`src/design/core_pkg.sv`:
```
package core_pkg;

    // Register counts
    localparam int ARCH_REGS = 32;
    localparam int PHYS_REGS = 48;
    localparam int PREG_W    = 6;

    // Reorder buffer and issue queue sizing
    localparam int ROB_DEPTH = 8;
    localparam int ROB_W     = 3;
    localparam int IQ_DEPTH  = 4;
    localparam int IQ_W      = 2;

    // Free list holds whatever is not architecturally mapped
    localparam int FL_DEPTH  = PHYS_REGS - ARCH_REGS;
    localparam int FL_W      = 4;

    // Major opcode of the immediate ALU group
    localparam logic [6:0] OPC_OP_IMM = 7'b0010011;

    // Operations the single ALU understands
    typedef enum logic [3:0] {
        ALU_ADD, ALU_SUB, ALU_AND, ALU_OR,
        ALU_XOR, ALU_SLL, ALU_SRL, ALU_SLT,
        ALU_ADDI, ALU_ANDI, ALU_ORI, ALU_XORI
    } alu_op_e;

    // One instruction word, R-type and I-type layouts
    typedef union packed {
        struct packed {
            logic [6:0] funct7;
            logic [4:0] rs2;
            logic [4:0] rs1;
            logic [2:0] funct3;
            logic [4:0] rd;
            logic [6:0] opcode;
        } r_view;
        struct packed {
            logic [11:0] imm12;
            logic [4:0]  rs1;
            logic [2:0]  funct3;
            logic [4:0]  rd;
            logic [6:0]  opcode;
        } i_view;
    } inst_word_u;

endpackage
```
`src/design/phys_reg_file.sv`:
```
module phys_reg_file (
    input  logic                        clk,
    input  logic                        arst_n,
    input  logic [core_pkg::PREG_W-1:0] raddr1,
    input  logic [core_pkg::PREG_W-1:0] raddr2,
    output logic [31:0]                 rdata1,
    output logic [31:0]                 rdata2,
    input  logic                        cdb_valid,
    input  logic [core_pkg::PREG_W-1:0] cdb_preg,
    input  logic [31:0]                 cdb_data
);

    logic [31:0] regs_q [core_pkg::PHYS_REGS];
    logic        wr_en;

    // Physical 0 backs x0 and is never written
    assign wr_en = cdb_valid && (cdb_preg != '0);

    // Forward the bus write landing this cycle
    assign rdata1 = (wr_en && (cdb_preg == raddr1)) ? cdb_data : regs_q[raddr1];
    assign rdata2 = (wr_en && (cdb_preg == raddr2)) ? cdb_data : regs_q[raddr2];

    always_ff @(posedge clk or negedge arst_n) begin
        if (!arst_n) begin
            for (int i = 0; i < core_pkg::PHYS_REGS; i++) begin
                regs_q[i] <= '0;
            end
        end else if (wr_en) begin
            regs_q[cdb_preg] <= cdb_data;
        end
    end

endmodule

```
`config.mk`:
```
export PLATFORM = sky130hd
export DESIGN_NAME = phys_reg_file
export DESIGN_NICKNAME = d
export VERILOG_FILES = /design/src/design/core_pkg.sv /design/src/design/phys_reg_file.sv
export SDC_FILE = /design/constraint.sdc
export NUM_CORES = 2
export LEC_CHECK = 0
export BUFFER_PORTS_ARGS = -buffer_cell sky130_fd_sc_hd__buf_2
export CELL_PAD_IN_SITES_DETAIL_PLACEMENT = 2
export CELL_PAD_IN_SITES_GLOBAL_PLACEMENT = 2
export CORE_ASPECT_RATIO = 0.7
export CORE_MARGIN = 5
export CORE_UTILIZATION = 42
export CTS_CLUSTER_SIZE = 20
export DETAILED_ROUTE_END_ITERATION = 6
export PLACE_DENSITY = 0.89
export SLEW_MARGIN = 40
export SYNTH_ARGS = -nofsm -noshare
export SYNTH_HDL_FRONTEND = slang
export SYNTH_SLANG_ARGS = --single-unit
```
`constraint.sdc`:
```
create_clock -name clk -period 2.6 [get_ports clk]
set_clock_uncertainty 0.05 [all_clocks]
set_input_delay 0.52 -clock clk [delete_from_list [all_inputs] [get_ports clk]]
set_output_delay 0.52 -clock clk [all_outputs]
set_load 0.03 [all_outputs]
```
==> results of run 1 <==
cell families after synthesis:
group,share of synthesized area (%)
simple gates,1.728
xor+xnor,0.1252
compound gates,6.677
flops,45.79
buf+inv,4.159
mux,41.52
cell usage after synthesis (all sizes together):
cell type / count / area, um^2
or3: 33 / 206.5
nor3b: 3 / 27.52
nor2: 96 / 360.4
a21boi: 1 / 7.510
and3: 1 / 6.260
o41ai: 31 / 496.7
dfrtp: 1536 / 38440
nand3b: 5 / 37.54
a22oi: 260 / 1982
nand2: 27 / 101.4
mux4: 383 / 8626
a31oi: 1 / 6.260
a221oi: 62 / 543.0
a211oi: 64 / 480.5
o22ai: 94 / 588.1
xor2: 10 / 87.58
nor4: 4 / 43.80
inv: 1 / 3.750
nand4b: 3 / 26.28
nand4: 3 / 25.02
or3b: 2 / 17.52
nand2b: 6 / 37.54
nand3: 5 / 25.02
xnor2: 2 / 17.52
mux2: 1504 / 16940
mux2i: 928 / 9289
a22o: 62 / 543.0
or2: 3 / 18.77
o211ai: 1 / 7.510
a21oi: 130 / 650.6
o211a: 1 / 10.01
buf: 367 / 2282
o32ai: 33 / 289.0
nor3: 2 / 20.02
nor2b: 72 / 450.4
clkbuf: 321 / 1205
and2: 6 / 37.54
and4: 1 / 8.760
per-stage QoR:
stage / worst slack [ns] / util (%)
CTS: -0.9950 / 53.26
global placement: -0.9119 / 48.11
detailed placement: -1.250 / 48.12
floorplan: -0.1868 / -
repair_timing:
action                     4_1_cts
buffers inserted               173
hold buffers                     1
cloned                           3
hold endpoints to repair        67
pin swaps                      177
gates resized for setup        710
setup endpoints to repair       64
==> results.sh, run 1 <==
export IMPL_number_of_sinks_on_the_clock_net=1536
export IMPL_timing_repair_worst_endpoint_type="top-level output"
export IMPL_std_cell_rows=137
export IMPL_detailed_place_hpwl_mm=275.3
export IMPL_endpoint_pin_with_the_least_setup_slack_after_global_route_repair="rdata1[21]"
export IMPL_finalWeightedCongestion=0.8980
export IMPL_synth_cell_area_mm2=0.08394
export IMPL_chipHeight_um=384.0
export IMPL_grt_start_max_net_pins=100
export IMPL_antenna_found_initial=88
export IMPL_lastStage="5_1_grt"
export IMPL_tritoncts_num_buffers=168
export IMPL_io_buffers=116
export IMPL_ys_warnings_count=0
export IMPL_cts_root_buf="sky130_fd_sc_hd__clkbuf_16"
export IMPL_place_inst=8975
export IMPL_cts_htree_levels=4
export IMPL_run_status="stopped before the end"
export IMPL_postSynthCellCount=6064
export IMPL_synthDistinctLibCells=49
export IMPL_ioPinCount=117
export IMPL_ys_seq_area_share_pct=45.79
export IMPL_postSynthNetCount=6117
export IMPL_ys_seq_elements=1536
export IMPL_cts_buffer_depth=3
export IMPL_die_width_um=544.3
export IMPL_firstError="[ERROR GRT-0228] Horizontal edge usage exceeds the maximum allowed. (25, 21) usage=65535 limit=3200"
export IMPL_postPlaceCellArea_mm2=0.09576
export IMPL_synth_avg_cell_area_um2=13.84
export IMPL_floorplan_initialDensity_pct=42.18
==> run 2: changes to the inputs <==
Settings changed: CELL_PAD_IN_SITES_DETAIL_PLACEMENT 2 to unset, CELL_PAD_IN_SITES_GLOBAL_PLACEMENT 2 to unset, CORE_ASPECT_RATIO 0.7 to unset, CORE_UTILIZATION 42 to 30, CTS_CLUSTER_SIZE 20 to unset, PLACE_DENSITY 0.89 to unset, PLACE_DENSITY_LB_ADDON set to 0.15.
Clock period 2.6 ns to 3.4 ns, I/O delays scaled along.
==> results.sh, run 2 <==
export IMPL_overall_track_demand_over_capacity_in_global_routing_pct=22.27
export IMPL_grt_start_max_net_pins=109
export IMPL_drc_errors=0
export IMPL_rsz_0062_raised_after_global_routing="true"
export IMPL_seqPwrFrac_pct=42.1
export IMPL_flip_flop_count_of_the_largest_register_all_copies_and_words_added=1536
export IMPL_largest_register="regs_q"
export IMPL_final_antenna_net_count=0
export IMPL_vias_per_cell=5.501
export IMPL_final_setup_violations=64
export IMPL_hp_class="input pin to async pin"
export IMPL_number_of_cells_on_the_worst_reg_to_reg_path=2
export IMPL_setup_worst_path_start_class="input pin"
export IMPL_area_of_the_core_mm2=0.2789
export IMPL_hold_viol_final=0
export IMPL_grt_overflow=0
export IMPL_failing_checks="setup timing"
export IMPL_wire_length_after_detailed_routing_mm=332.9
export IMPL_postPlaceCellArea_mm2=0.09483
export IMPL_max_slew_margin_rel_pct=52.75
export IMPL_netSwitchingFraction_pct=28.65
export IMPL_power_switching_uw=15290
export IMPL_worst_slew_pin_slew_ns=0.7063
export IMPL_die_width_um=539.0
export IMPL_worst_path_max_fanout=7
export IMPL_end_kind="primary output"
export IMPL_seq_area_mm2=0.03844
export IMPL_reg_largest_list="regs_q: 1536 flops"
export IMPL_nFillCells=26090
export IMPL_tritoncts="done"
export IMPL_r2r_setup_slack_ns=2.44
export IMPL_ys_seq_area_share_pct=45.79
export IMPL_criticalPathCategory="input pin to primary output"
export IMPL_ys_async_sr_fraction_pct=100.0
export IMPL_path_clk_slew_ns=0.06
export IMPL_final_setup_worst_slack_ns=-0.2140
export IMPL_r2r_start="regs_q[937]$_DFFE_PN0P_"
export IMPL_detailed_place_hpwl_mm=205.4
export IMPL_number_of_sinks_on_the_clock_net=1536
export IMPL_yosysTopAreaCellShare_pct=45.79
export IMPL_synth_cell_area_mm2=0.08394
export IMPL_postSynthNetCount=6117
export IMPL_p_int_uw=38080
export IMPL_finalCritPeriodShare_pct=106.3
export IMPL_reg2reg_to="regs_q[937]$_DFFE_PN0P_"
export IMPL_final_design_area_no_fill_mm2=0.1084
export IMPL_io_buffers=116
export IMPL_chipHeight_um=539.0
export IMPL_yosys_cell_count_top_type="sky130_fd_sc_hd__dfrtp_1"
export IMPL_synthTopCellsByArea="sky130_fd_sc_hd__dfrtp_1 46%, sky130_fd_sc_hd__mux2_2 17%, sky130_fd_sc_hd__mux2i_1 11%, sky130_fd_sc_hd__mux4_2 10%, sky130_fd_sc_hd__mux2_1 3.3%"
export IMPL_combPwrFrac_pct=20.9
export IMPL_finalWeightedCongestion=0.8217
export IMPL_finish_net_count=6731
export IMPL_dominantRegCellSynth="sky130_fd_sc_hd__dfrtp_1"
export IMPL_detailedRoute_firstIterationViolations=4249
export IMPL_run_status="complete, but fails checks"
export IMPL_worstSkewPairLatency_ns=0.85
export IMPL_drt_pass1_iterations=5
export IMPL_ys_warnings_count=0
export IMPL_die_area_mm2=0.2905
export IMPL_synth_edff_count=0
export IMPL_final_max_slew_viol_count=0
export IMPL_pwr_share_clk_pct=37.0
export IMPL_floorplan_initialDensity_pct=30.10
export IMPL_final_cell_mix="1536 x sky130_fd_sc_hd__dfrtp_1, 1257 x sky130_fd_sc_hd__mux2_2, 847 x sky130_fd_sc_hd__mux2i_1"
export IMPL_antenna_found_initial=14
export IMPL_timing_final_crit_period_ns=3.614
export IMPL_place_worst_setup_slack_ns=-0.8610
export IMPL_synth_avg_cell_area_um2=13.84
export IMPL_cts_root_buf="sky130_fd_sc_hd__clkbuf_16"
export IMPL_leakagePower_uw=0.04884
export IMPL_cts_buffer_depth=4
export IMPL_fin_setup_tns_ns=-7.724
export IMPL_crit_required_ns=2.67
export IMPL_wire_length_of_the_first_global_routing_pass_mm=473.7
export IMPL_synth_cells_most_frequent="1536 x sky130_fd_sc_hd__dfrtp_1, 1257 x sky130_fd_sc_hd__mux2_2, 928 x sky130_fd_sc_hd__mux2i_1"
export IMPL_drive_above_1_share_pct=51.89
export IMPL_tritoncts_num_buffers=186
export IMPL_dr_total_vias=57990
export IMPL_synth_top_area_cell="sky130_fd_sc_hd__dfrtp_1"
export IMPL_cts_htree_levels=4
export IMPL_wire_per_inst_um=31.58
export IMPL_ioPinCount=117
export IMPL_std_cell_rows=194
export IMPL_number_of_max_cap_violations=0
export IMPL_power_density_mw_per_mm2=492.6
export IMPL_area_of_combinational_cells_with_multiple_inputs_mm2=0.04572
export IMPL_syn2layout_area_growth_pct=29.08
export IMPL_max_freq_mhz=276.7
export IMPL_grt_pass1_vias=60490
export IMPL_mostFrequentLayoutCell="sky130_fd_sc_hd__dfrtp_1"
export IMPL_synthDistinctLibCells=49
export IMPL_postSynthCellCount=6064
export IMPL_fin_worst_hold_slack_ns=0.3232
export IMPL_vdd_ir_drop_max_mv=0.3391
export IMPL_worstPathArrival_ns=2.88
export IMPL_post_layout_total_power_uw=53370
export IMPL_ys_seq_elements=1536
## run 2: cell counts after synthesis
Identical to the previous run, type by type.
## run 2: how the worst max path moves through the flow
stage                                  start         end  slack [ns]  cells after the start
finish                             raddr2[1]  rdata2[27]       -0.21                     11
global route                       raddr2[1]  rdata2[28]       -0.25                     11
CTS                 regs_q[1157]$_DFFE_PN0P_   rdata1[5]       -0.30                      7
detailed placement                 raddr1[1]  rdata1[31]       -0.86                     10
global placement                   raddr1[1]   rdata1[6]       -0.90                      9
floorplan                          raddr2[2]  rdata2[22]       -0.01                      8
## run 2: per-layer routing
metal	vias up	track usage, %	part of all wire [%]
li1	24460	-	-
met1	31440	31.32	45
met2	1537	35.46	46
met3	542	3.266	5.0
met4	12	6.986	3.7
met5	-	0	0.024
## run 2: layout make-up
type	count	share of cell area, %
multi-input combinational	3839	42.19
sequential	1536	35.47
timing repair buffer	1114	12.60
clock buffer	277	5.094
tap	3724	4.300
clock inverter	42	0.3210
antenna	7	0.01617
inverter	1	0.003464
## run 2: power groups by stage
stage | sequential, uW | clock [uW] | combinational (uW)
floorplan | 22100 | 0 | 6320
detailed placement | 22700 | 0 | 9540
finish | 22500 | 19700 | 11200
global placement | 22600 | 0 | 9400
CTS | 22400 | 20300 | 10900
global route | 22800 | 20900 | 11900
## run 2: stage by stage
stage / cells / util, %
after floorplan: 6064 / -
after global placement: 9974 / 33.98
after detailed placement: 9975 / 34.00
after CTS: 10470 / 38.28
after global routing: 10540 / 38.85
final: 10540 / 38.85
## run 2: logic make-up after synthesis
| family | Yosys count | share of synthesized area (%) |
|---|---|---|
| flops | 1536 | 45.79 |
| mux | 2815 | 41.52 |
| buf+inv | 689 | 4.159 |
| simple gates | 272 | 1.728 |
| compound gates | 740 | 6.677 |
| xor+xnor | 12 | 0.1252 |
## run 2: critical path: stages
cell and delay, ns:
sky130_fd_sc_hd__buf_16 0.14, sky130_fd_sc_hd__buf_16 0.16, sky130_fd_sc_hd__buf_12 0.14, sky130_fd_sc_hd__buf_16 0.15
sky130_fd_sc_hd__buf_16 0.16, sky130_fd_sc_hd__mux2i_1 0.12, sky130_fd_sc_hd__a22oi_1 0.23, sky130_fd_sc_hd__a21oi_2 0.13
sky130_fd_sc_hd__or3_4 0.44, sky130_fd_sc_hd__o32ai_4 0.31, sky130_fd_sc_hd__buf_6 0.18
## run 2: timing repair
| item | in CTS | in global routing |
|---|---|---|
| hold endpoints to repair | 41 | 0 |
| pin swaps | 257 | 172 |
| endpoints found under the setup margin | 64 | 64 |
| buffers inserted | 162 | 75 |
| hold buffers | 1 | 0 |
| gates resized for setup | 663 | 208 |
| cloned | 41 | 7 |
Power figures use the tool's default switching activity.
