## src/design/core_pkg.sv

```systemverilog
package core_pkg;

    // Register counts
    localparam int ARCH_REGS = 32;
    localparam int PHYS_REGS = 48;
    localparam int PREG_W    = 6;

    // Reorder buffer and issue queue sizing
    localparam int ROB_DEPTH = 8;
    localparam int ROB_W     = 3;
    localparam int IQ_DEPTH  = 4;
    localparam int IQ_W      = 2;

    // Free list holds whatever is not architecturally mapped
    localparam int FL_DEPTH  = PHYS_REGS - ARCH_REGS;
    localparam int FL_W      = 4;

    // Major opcode of the immediate ALU group
    localparam logic [6:0] OPC_OP_IMM = 7'b0010011;

    // Operations the single ALU understands
    typedef enum logic [3:0] {
        ALU_ADD, ALU_SUB, ALU_AND, ALU_OR,
        ALU_XOR, ALU_SLL, ALU_SRL, ALU_SLT,
        ALU_ADDI, ALU_ANDI, ALU_ORI, ALU_XORI
    } alu_op_e;

    // One instruction word, R-type and I-type layouts
    typedef union packed {
        struct packed {
            logic [6:0] funct7;
            logic [4:0] rs2;
            logic [4:0] rs1;
            logic [2:0] funct3;
            logic [4:0] rd;
            logic [6:0] opcode;
        } r_view;
        struct packed {
            logic [11:0] imm12;
            logic [4:0]  rs1;
            logic [2:0]  funct3;
            logic [4:0]  rd;
            logic [6:0]  opcode;
        } i_view;
    } inst_word_u;

endpackage
```

## src/design/free_list.sv

```systemverilog
module free_list (
    input  logic                        clk,
    input  logic                        arst_n,
    input  logic                        pop,
    input  logic                        push,
    input  logic [core_pkg::PREG_W-1:0] push_preg,
    output logic                        empty,
    output logic [core_pkg::PREG_W-1:0] head_preg
);

    logic [core_pkg::PREG_W-1:0] mem_q [core_pkg::FL_DEPTH];
    logic [core_pkg::FL_W-1:0]   head_q;
    logic [core_pkg::FL_W-1:0]   tail_q;
    logic [core_pkg::FL_W:0]     count_q;

    assign empty     = (count_q == '0);
    // Next register to hand out
    assign head_preg = mem_q[head_q];

    always_ff @(posedge clk or negedge arst_n) begin
        if (!arst_n) begin
            // Everything above the architectural range starts free
            for (int i = 0; i < core_pkg::FL_DEPTH; i++) begin
                mem_q[i] <= core_pkg::PREG_W'(core_pkg::ARCH_REGS + i);
            end
            head_q  <= '0;
            tail_q  <= '0;
            count_q <= core_pkg::FL_DEPTH[core_pkg::FL_W:0];
        end else begin
            if (push) begin
                mem_q[tail_q] <= push_preg;
                tail_q        <= tail_q + 1'b1;
            end
            if (pop) begin
                head_q <= head_q + 1'b1;
            end
            // Count moves only on an unmatched push or pop
            if (push && !pop) begin
                count_q <= count_q + 1'b1;
            end else if (pop && !push) begin
                count_q <= count_q - 1'b1;
            end
        end
    end

    // Dispatch must stall before the list runs dry
    a_no_pop_empty: assert property (@(posedge clk) disable iff (!arst_n) pop |-> !empty);
    // Retire never returns more registers than exist
    a_no_push_full: assert property (@(posedge clk) disable iff (!arst_n)
        push |-> (count_q != core_pkg::FL_DEPTH[core_pkg::FL_W:0]));

endmodule

```

## config.mk

```make
export PLATFORM = sky130hd
export DESIGN_NAME = free_list
export DESIGN_NICKNAME = d
export VERILOG_FILES = /design/src/design/core_pkg.sv /design/src/design/free_list.sv
export SDC_FILE = /design/constraint.sdc
export NUM_CORES = 1
export LEC_CHECK = 0
export BUFFER_PORTS_ARGS = -buffer_cell sky130_fd_sc_hd__buf_4
export CORE_UTILIZATION = 45
export CTS_CLUSTER_DIAMETER = 100
export DETAILED_ROUTE_END_ITERATION = 8
export PLACE_DENSITY = 0.65
export SETUP_SLACK_MARGIN = 0.1
export SKIP_CTS_REPAIR_TIMING = 1
export SLEW_MARGIN = 20
export SYNTH_ARGS = -nofsm -noshare
export SYNTH_HDL_FRONTEND = slang
export SYNTH_SLANG_ARGS = --single-unit
```

## constraint.sdc

```tcl
create_clock -name clk -period 5.05 [get_ports clk]
set_clock_uncertainty 0.15 [all_clocks]
set_input_delay 0.2525 -clock clk [delete_from_list [all_inputs] [get_ports clk]]
set_output_delay 0.2525 -clock clk [all_outputs]
set_load 0.01 [all_outputs]
```

==> results of run 1 <==
[worst max-delay path, cell delays in order (launching register included)]
cell and delay, ns:
dfrtp_1 0.33, buf_4 0.43, mux4_1 0.66, a22oi_1 0.21, nand2_1 0.11, buf_4 0.16
[state kept, by name, summed over array words and instances (netlist names)]
| register | count |
|---|---|
| tail_q | 4 |
| count_q | 5 |
| mem_q | 96 |
| head_q | 4 |
[power groups by stage]
stage                     clock network [uW]  registers (uW)  logic (uW)
after floorplan                            0            1570        1130
final                                    791            1660        1430
after global routing                     838            1710        1560
after global placement                     0            1650        1400
after detailed placement                   0            1670        1450
after CTS                                807            1660        1450
[worst paths after layout]
kind | start | endpoint | slack, ns | cells past startpoint
worst min register to register | mem_q[64] | mem_q[64] | 0.35 | 1
min in group asynchronous | arst_n | mem_q[44] | 0.33 | 2
worst max register to register | count_q[0] | count_q[4] | 3.24 | 6
worst min-delay path | pop | head_q[0] | 0.003 | 2
worst max-delay path | head_q[0] | head_preg[0] | 2.40 | 5
max in group asynchronous | arst_n | count_q[3] | 3.25 | 3
[synth_stat cells (5+ instances only)]
cell      instances
and2_1            5
o21ai_0           5
buf_2             7
mux2_2           97
nand2_1          26
ha_1             10
mux4_1           13
a22oi_1          12
xnor2_1           6
clkbuf_1          8
dfstp_2          49
mux4_2           11
dfrtp_1          60
inv_1             7
[area by class of cell]
type,count,area [um^2],area share (%)
clock buffer,12,236,4.10
sequential,109,2790,48.3
tap,140,175,3.04
timing repair buffer,20,153,2.65
inverter,7,26.3,0.455
clock inverter,4,97.6,1.69
multi-input combinational,211,2290,39.7
[routing by layer]
metal	share of wire [%]	routed length, um
met2	49	5090
met3	1.6	170
met1	47	4890
met4	1.8	181
met5	0	0
[metrics by stage]
stage          setup WS [ns]  total power (uW)  hold slack, ns
2_1_floorplan           3.23              2700          -0.193
4_1_cts                 2.36              3910          -0.184
6_report                2.40              3880         0.00348
5_1_grt                 2.24              4110          0.0150
3_5_place_dp            2.73              3120           0.188
3_3_place_gp            2.75              3060           0.182
[cells by family (layout without fill, tap and decap cells)]
group | after synthesis | in the layout | share of synthesized area (%)
flip-flops | 109 | 109 | 53.4
AO/OA/AOI/OAI | 22 | 22 | 2.95
adder cells (fa/ha/maj) | 11 | 11 | 2.78
multiplexers | 121 | 121 | 32.2
XOR/XNOR | 9 | 9 | 1.51
AND/OR/NAND/NOR | 48 | 48 | 4.48
buffers and inverters | 26 | 43 | 2.61
==> results_dict.tcl, run 1 <==
set metrics [dict create \
    grt_pass1_vias 3052 \
    finalMaxSlewViolations 0 \
    status "complete, no violations" \
    fin_util_pct 52.1 \
    final_cells 503 \
    finalCriticalPeriod_ns 2.65 \
    cts_max_level 3 \
    synth_top_area_share_pct 28.8 \
    p_int_uw 2720 \
    power_leakage_uw 0.00245 \
    gp_congestion 0.725 \
    met2_usage_pct 31.5 \
    top_usage_layer "met2" \
    fin_area_um2 5770 \
    ys_seq_area_share_pct 53.4 \
    tightest_slew_ns 0.712 \
    fp.dieH_um 110 \
    routed_wl_mm 10.3 \
    dieWidth_um 110 \
    post-route-period-util_pct 52.4 \
    firstDrtPassIters 4 \
    clk_latency_ns 0.34 \
    achievable-frequency_ghz 0.378 \
    cts_tree "yes" \
    antenna_found_initial 0 \
    async_reset_ff_share_pct 100 \
    initial_core_util_pct 47.1 \
    ctsRootBufferMaster "clkbuf_16" \
    setup_violations 0 \
    yosys_warnings 0 \
    ys_ff_latch 109 \
    rsz0062_at_grt "no" \
    p_per_area_nw_per_um2 673 \
    netlist_area_um2 5220 \
    fillerInstances 914 \
    dieArea_um2 12000 \
    crit_fanout 27 \
    ant_nets 0 \
    numCtsBuffers 9 \
    clockBufferDepth 2 \
    critPathRequiredTime_ns 4.65 \
    clock_sinks 109 \
    grtUsageTotal_pct 19.4 \
    place_area_um2 5430 \
    vias 2873 \
    synth_flop_cell "dfrtp_1" \
    grt_pass1_wl_mm 16.7 \
    grt_overflow 0 \
    final_nets 379 \
    met1_usage_pct 26.6 \
    grt_max_degree 58 \
    drive_above_1_share_pct 52.3 \
    finalSetupTns_ns 0 \
    drcViolationCount 0 \
    synth.area.top_cells "dfrtp_1 (29%), dfstp_2 (25%), mux2_2 (21%)" \
    crit_type "register to output pin" \
    clkPwrFrac_pct 20.4 \
    cp-end-kind "output pin" \
    slew_headroom_pct 52.5 \
    via_per_inst 5.71 \
    ir_worst_vdd_v 0.000372 \
    pwr-share-comb_pct 36.9 \
    areaGrowthSynthToFinish_pct 10.6 \
    finalHoldViolCount 0 \
    min_path_type "primary input to register" \
    cp-start-kind "register" \
    clk_pin_slew_ns 0.07 \
    final_common_cell "mux2_2" \
    antenna_cells 0 \
    drv_cap 0 \
    core_um2 11100 \
    grt_use_met3_pct 2.49 \
    critPathArrivalTime_ns 2.24 \
    synth_top_cell_by_area "dfrtp_1" \
    ys_types 33 \
    p_switching_uw 1160 \
    synth_edf_count 0 \
    switching_share_pct 29.9 \
    portBuffers 16 \
    hpwl_mm 6.88 \
    synth_cells 346 \
    row_count 38 \
    dp_cells 486 \
    avgSynthCellArea_um2 15.1 \
    synth_fp_nets 367 \
    seqPwrFrac_pct 42.7 \
    pin_count 17 \
    drtIter0Drc 171 \
    layout_common_cells "mux2_2 (97), dfrtp_1 (60), dfstp_2 (49)" \
    wl_per_cell_um 20.5 \
]
Power figures use the tool's default switching activity.
==> inputs of run 2 (changes only) <==
--- a/config.mk
+++ b/config.mk
@@ -9,7 +9,7 @@
 export CORE_UTILIZATION = 45
 export CTS_CLUSTER_DIAMETER = 100
 export DETAILED_ROUTE_END_ITERATION = 8
-export PLACE_DENSITY = 0.65
+export PLACE_DENSITY = 0.67
 export SETUP_SLACK_MARGIN = 0.1
 export SKIP_CTS_REPAIR_TIMING = 1
 export SLEW_MARGIN = 20
==> constraint.sdc (replaced) <==
create_clock -name clk -period 2.2 [get_ports clk]
set_clock_uncertainty 0.15 [all_clocks]
set_input_delay 0.11 -clock clk [delete_from_list [all_inputs] [get_ports clk]]
set_output_delay 0.11 -clock clk [all_outputs]
set_load 0.01 [all_outputs]
==> results_dict.tcl, run 2 (synthesis gave the netlist of run 1 again) <==
set metrics [dict create \
    clockBufferDepth 2 \
    finalCriticalPeriod_ns 2.26 \
    min_path_type "primary input to register" \
    rsz0062_at_grt "yes" \
    violations "setup timing" \
    routed_wl_mm 10.9 \
    cpPeakStageDelay_ns 0.52 \
    firstDrtPassIters 4 \
    cp-start-kind "register" \
    seq_area_um2 2790 \
    rr_worst_depth 4 \
    largest_reg_flops 96 \
    dieWidth_um 110 \
    reg.largest.list "mem_q: 96 flops, count_q: 5 flops" \
    drtIter0Drc 198 \
    fin_ws_ns -0.0587 \
    crit_fanout 5 \
    core_um2 11100 \
    layout_common_cells "mux2_2 (97), dfrtp_1 (59), dfstp_2 (49)" \
    crit_buf_inv 3 \
    power_leakage_uw 0.00248 \
    endpoint "head_preg[1]" \
    regMostFlops "mem_q" \
    dieArea_um2 12000 \
    drive_above_1_share_pct 60.3 \
    rr_startpoint "tail_q[0]" \
    path_cells "buf_8, buf_12, mux4_2, a22oi_2, nand2_1, buf_6" \
    reg2reg_to "mem_q[82]" \
    final_common_cell "mux2_2" \
    finalSetupTns_ns -0.226 \
    whs_ns 0.00202 \
    antenna_found_initial 0 \
    vias 2982 \
    rrSetupSlack_ns 0.38 \
    setup_violations 6 \
    clock_sinks 109 \
    row_count 38 \
    slew_headroom_pct 50.0 \
    cts_tree "yes" \
    achievable-frequency_ghz 0.443 \
    grt_pass1_vias 3089 \
    numCtsBuffers 9 \
    fin_area_um2 5950 \
    pin_count 17 \
    status "finished with violations" \
    tightest_slew_ns 0.749 \
    fillerInstances 908 \
    grt_pass1_wl_mm 16.9 \
    finalHoldViolCount 0 \
    clk_pin_slew_ns 0.07 \
    p_per_area_nw_per_um2 1580 \
    final_nets 389 \
    crit_type "register to output pin" \
    slowest_stage "mux4_2" \
    drcViolationCount 0 \
    cp_num_cells 6 \
    critPathArrivalTime_ns 2.00 \
    grtUsageTotal_pct 19.5 \
    cp_top_family "multiplexers" \
    portBuffers 16 \
    antenna_cells 0 \
    gp_congestion 0.726 \
    clk_latency_ns 0.35 \
    ant_nets 0 \
    ir_worst_vdd_v 0.000874 \
    ctsRootBufferMaster "clkbuf_16" \
    finalMaxSlewViolations 0 \
    cp-end-kind "output pin" \
    grt_max_degree 43 \
    hpwl_mm 7.02 \
    wl_per_cell_um 21.3 \
    critPathRequiredTime_ns 1.94 \
    post-route-period-util_pct 103 \
    grt_overflow 0 \
    fp.dieH_um 110 \
    initial_core_util_pct 47.1 \
    place_area_um2 5480 \
    cp-startpoint "head_q[0]" \
    cts_max_level 3 \
    drv_cap 0 \
    via_per_inst 5.81 \
    multiInputGateArea_um2 2310 \
    areaGrowthSynthToFinish_pct 14.1 \
]
[run 2: changes by cell type in the layout (fill, tap and decap cells not counted), moves of 3 or more]
cell and change:
a22oi_1 -11, a22oi_2 +11, mux4_1 -11, mux4_2 +11, buf_6 +4, buf_12 +3
clkbuf_1 -3
[run 2: how the worst min path moves through the flow]
| stage | startpoint | to | slack, ns | depth (start not counted) |
|---|---|---|---|---|
| floorplan | arst_n | count_q[0] | -0.34 | 0 |
| global placement | arst_n | mem_q[42] | -0.14 | 1 |
| detailed placement | arst_n | mem_q[42] | -0.14 | 1 |
| CTS | arst_n | mem_q[42] | -0.51 | 1 |
| global route | push_preg[2] | mem_q[92] | 0.01 | 2 |
| finish | push_preg[3] | mem_q[63] | 0.002 | 2 |
[run 2: cell type report]
| class | instances | area share [%] |
|---|---|---|
| sequential | 109 | 46.9 |
| multi-input combinational | 211 | 38.8 |
| timing repair buffer | 30 | 5.51 |
| clock buffer | 10 | 4.01 |
| tap | 140 | 2.94 |
| clock inverter | 6 | 1.45 |
| inverter | 7 | 0.441 |
[run 2: power by group]
group / leakage (uW) / switching (uW) / total, uW / internal [uW]
Sequential: 0.00125 / 592 / 3840 / 3250
Clock: 0.000158 / 729 / 1760 / 1030
Combinational: 0.00108 / 1600 / 3820 / 2230
[run 2: metrics by stage]
step	utilization [%]	setup slack (ns)	std cells	power [uW]
3_3_place_gp	49.5	0.242	490	7060
3_5_place_dp	49.5	0.175	490	7190
6_report	53.7	-0.0587	513	9420
4_1_cts	52.4	-0.141	506	8970
2_1_floorplan	-	0.519	346	6190
5_1_grt	53.7	-0.144	513	9960
[run 2: routing by layer]
layer | share of wire, % | up-vias | track usage (%) | wire (um)
met5 | 0 | - | 0 | 0
met4 | 1.5 | 0 | 7.43 | 161
met3 | 4.0 | 11 | 3.68 | 438
met2 | 48 | 66 | 30.5 | 5230
met1 | 47 | 1593 | 27.0 | 5110
li1 | - | 1312 | - | -
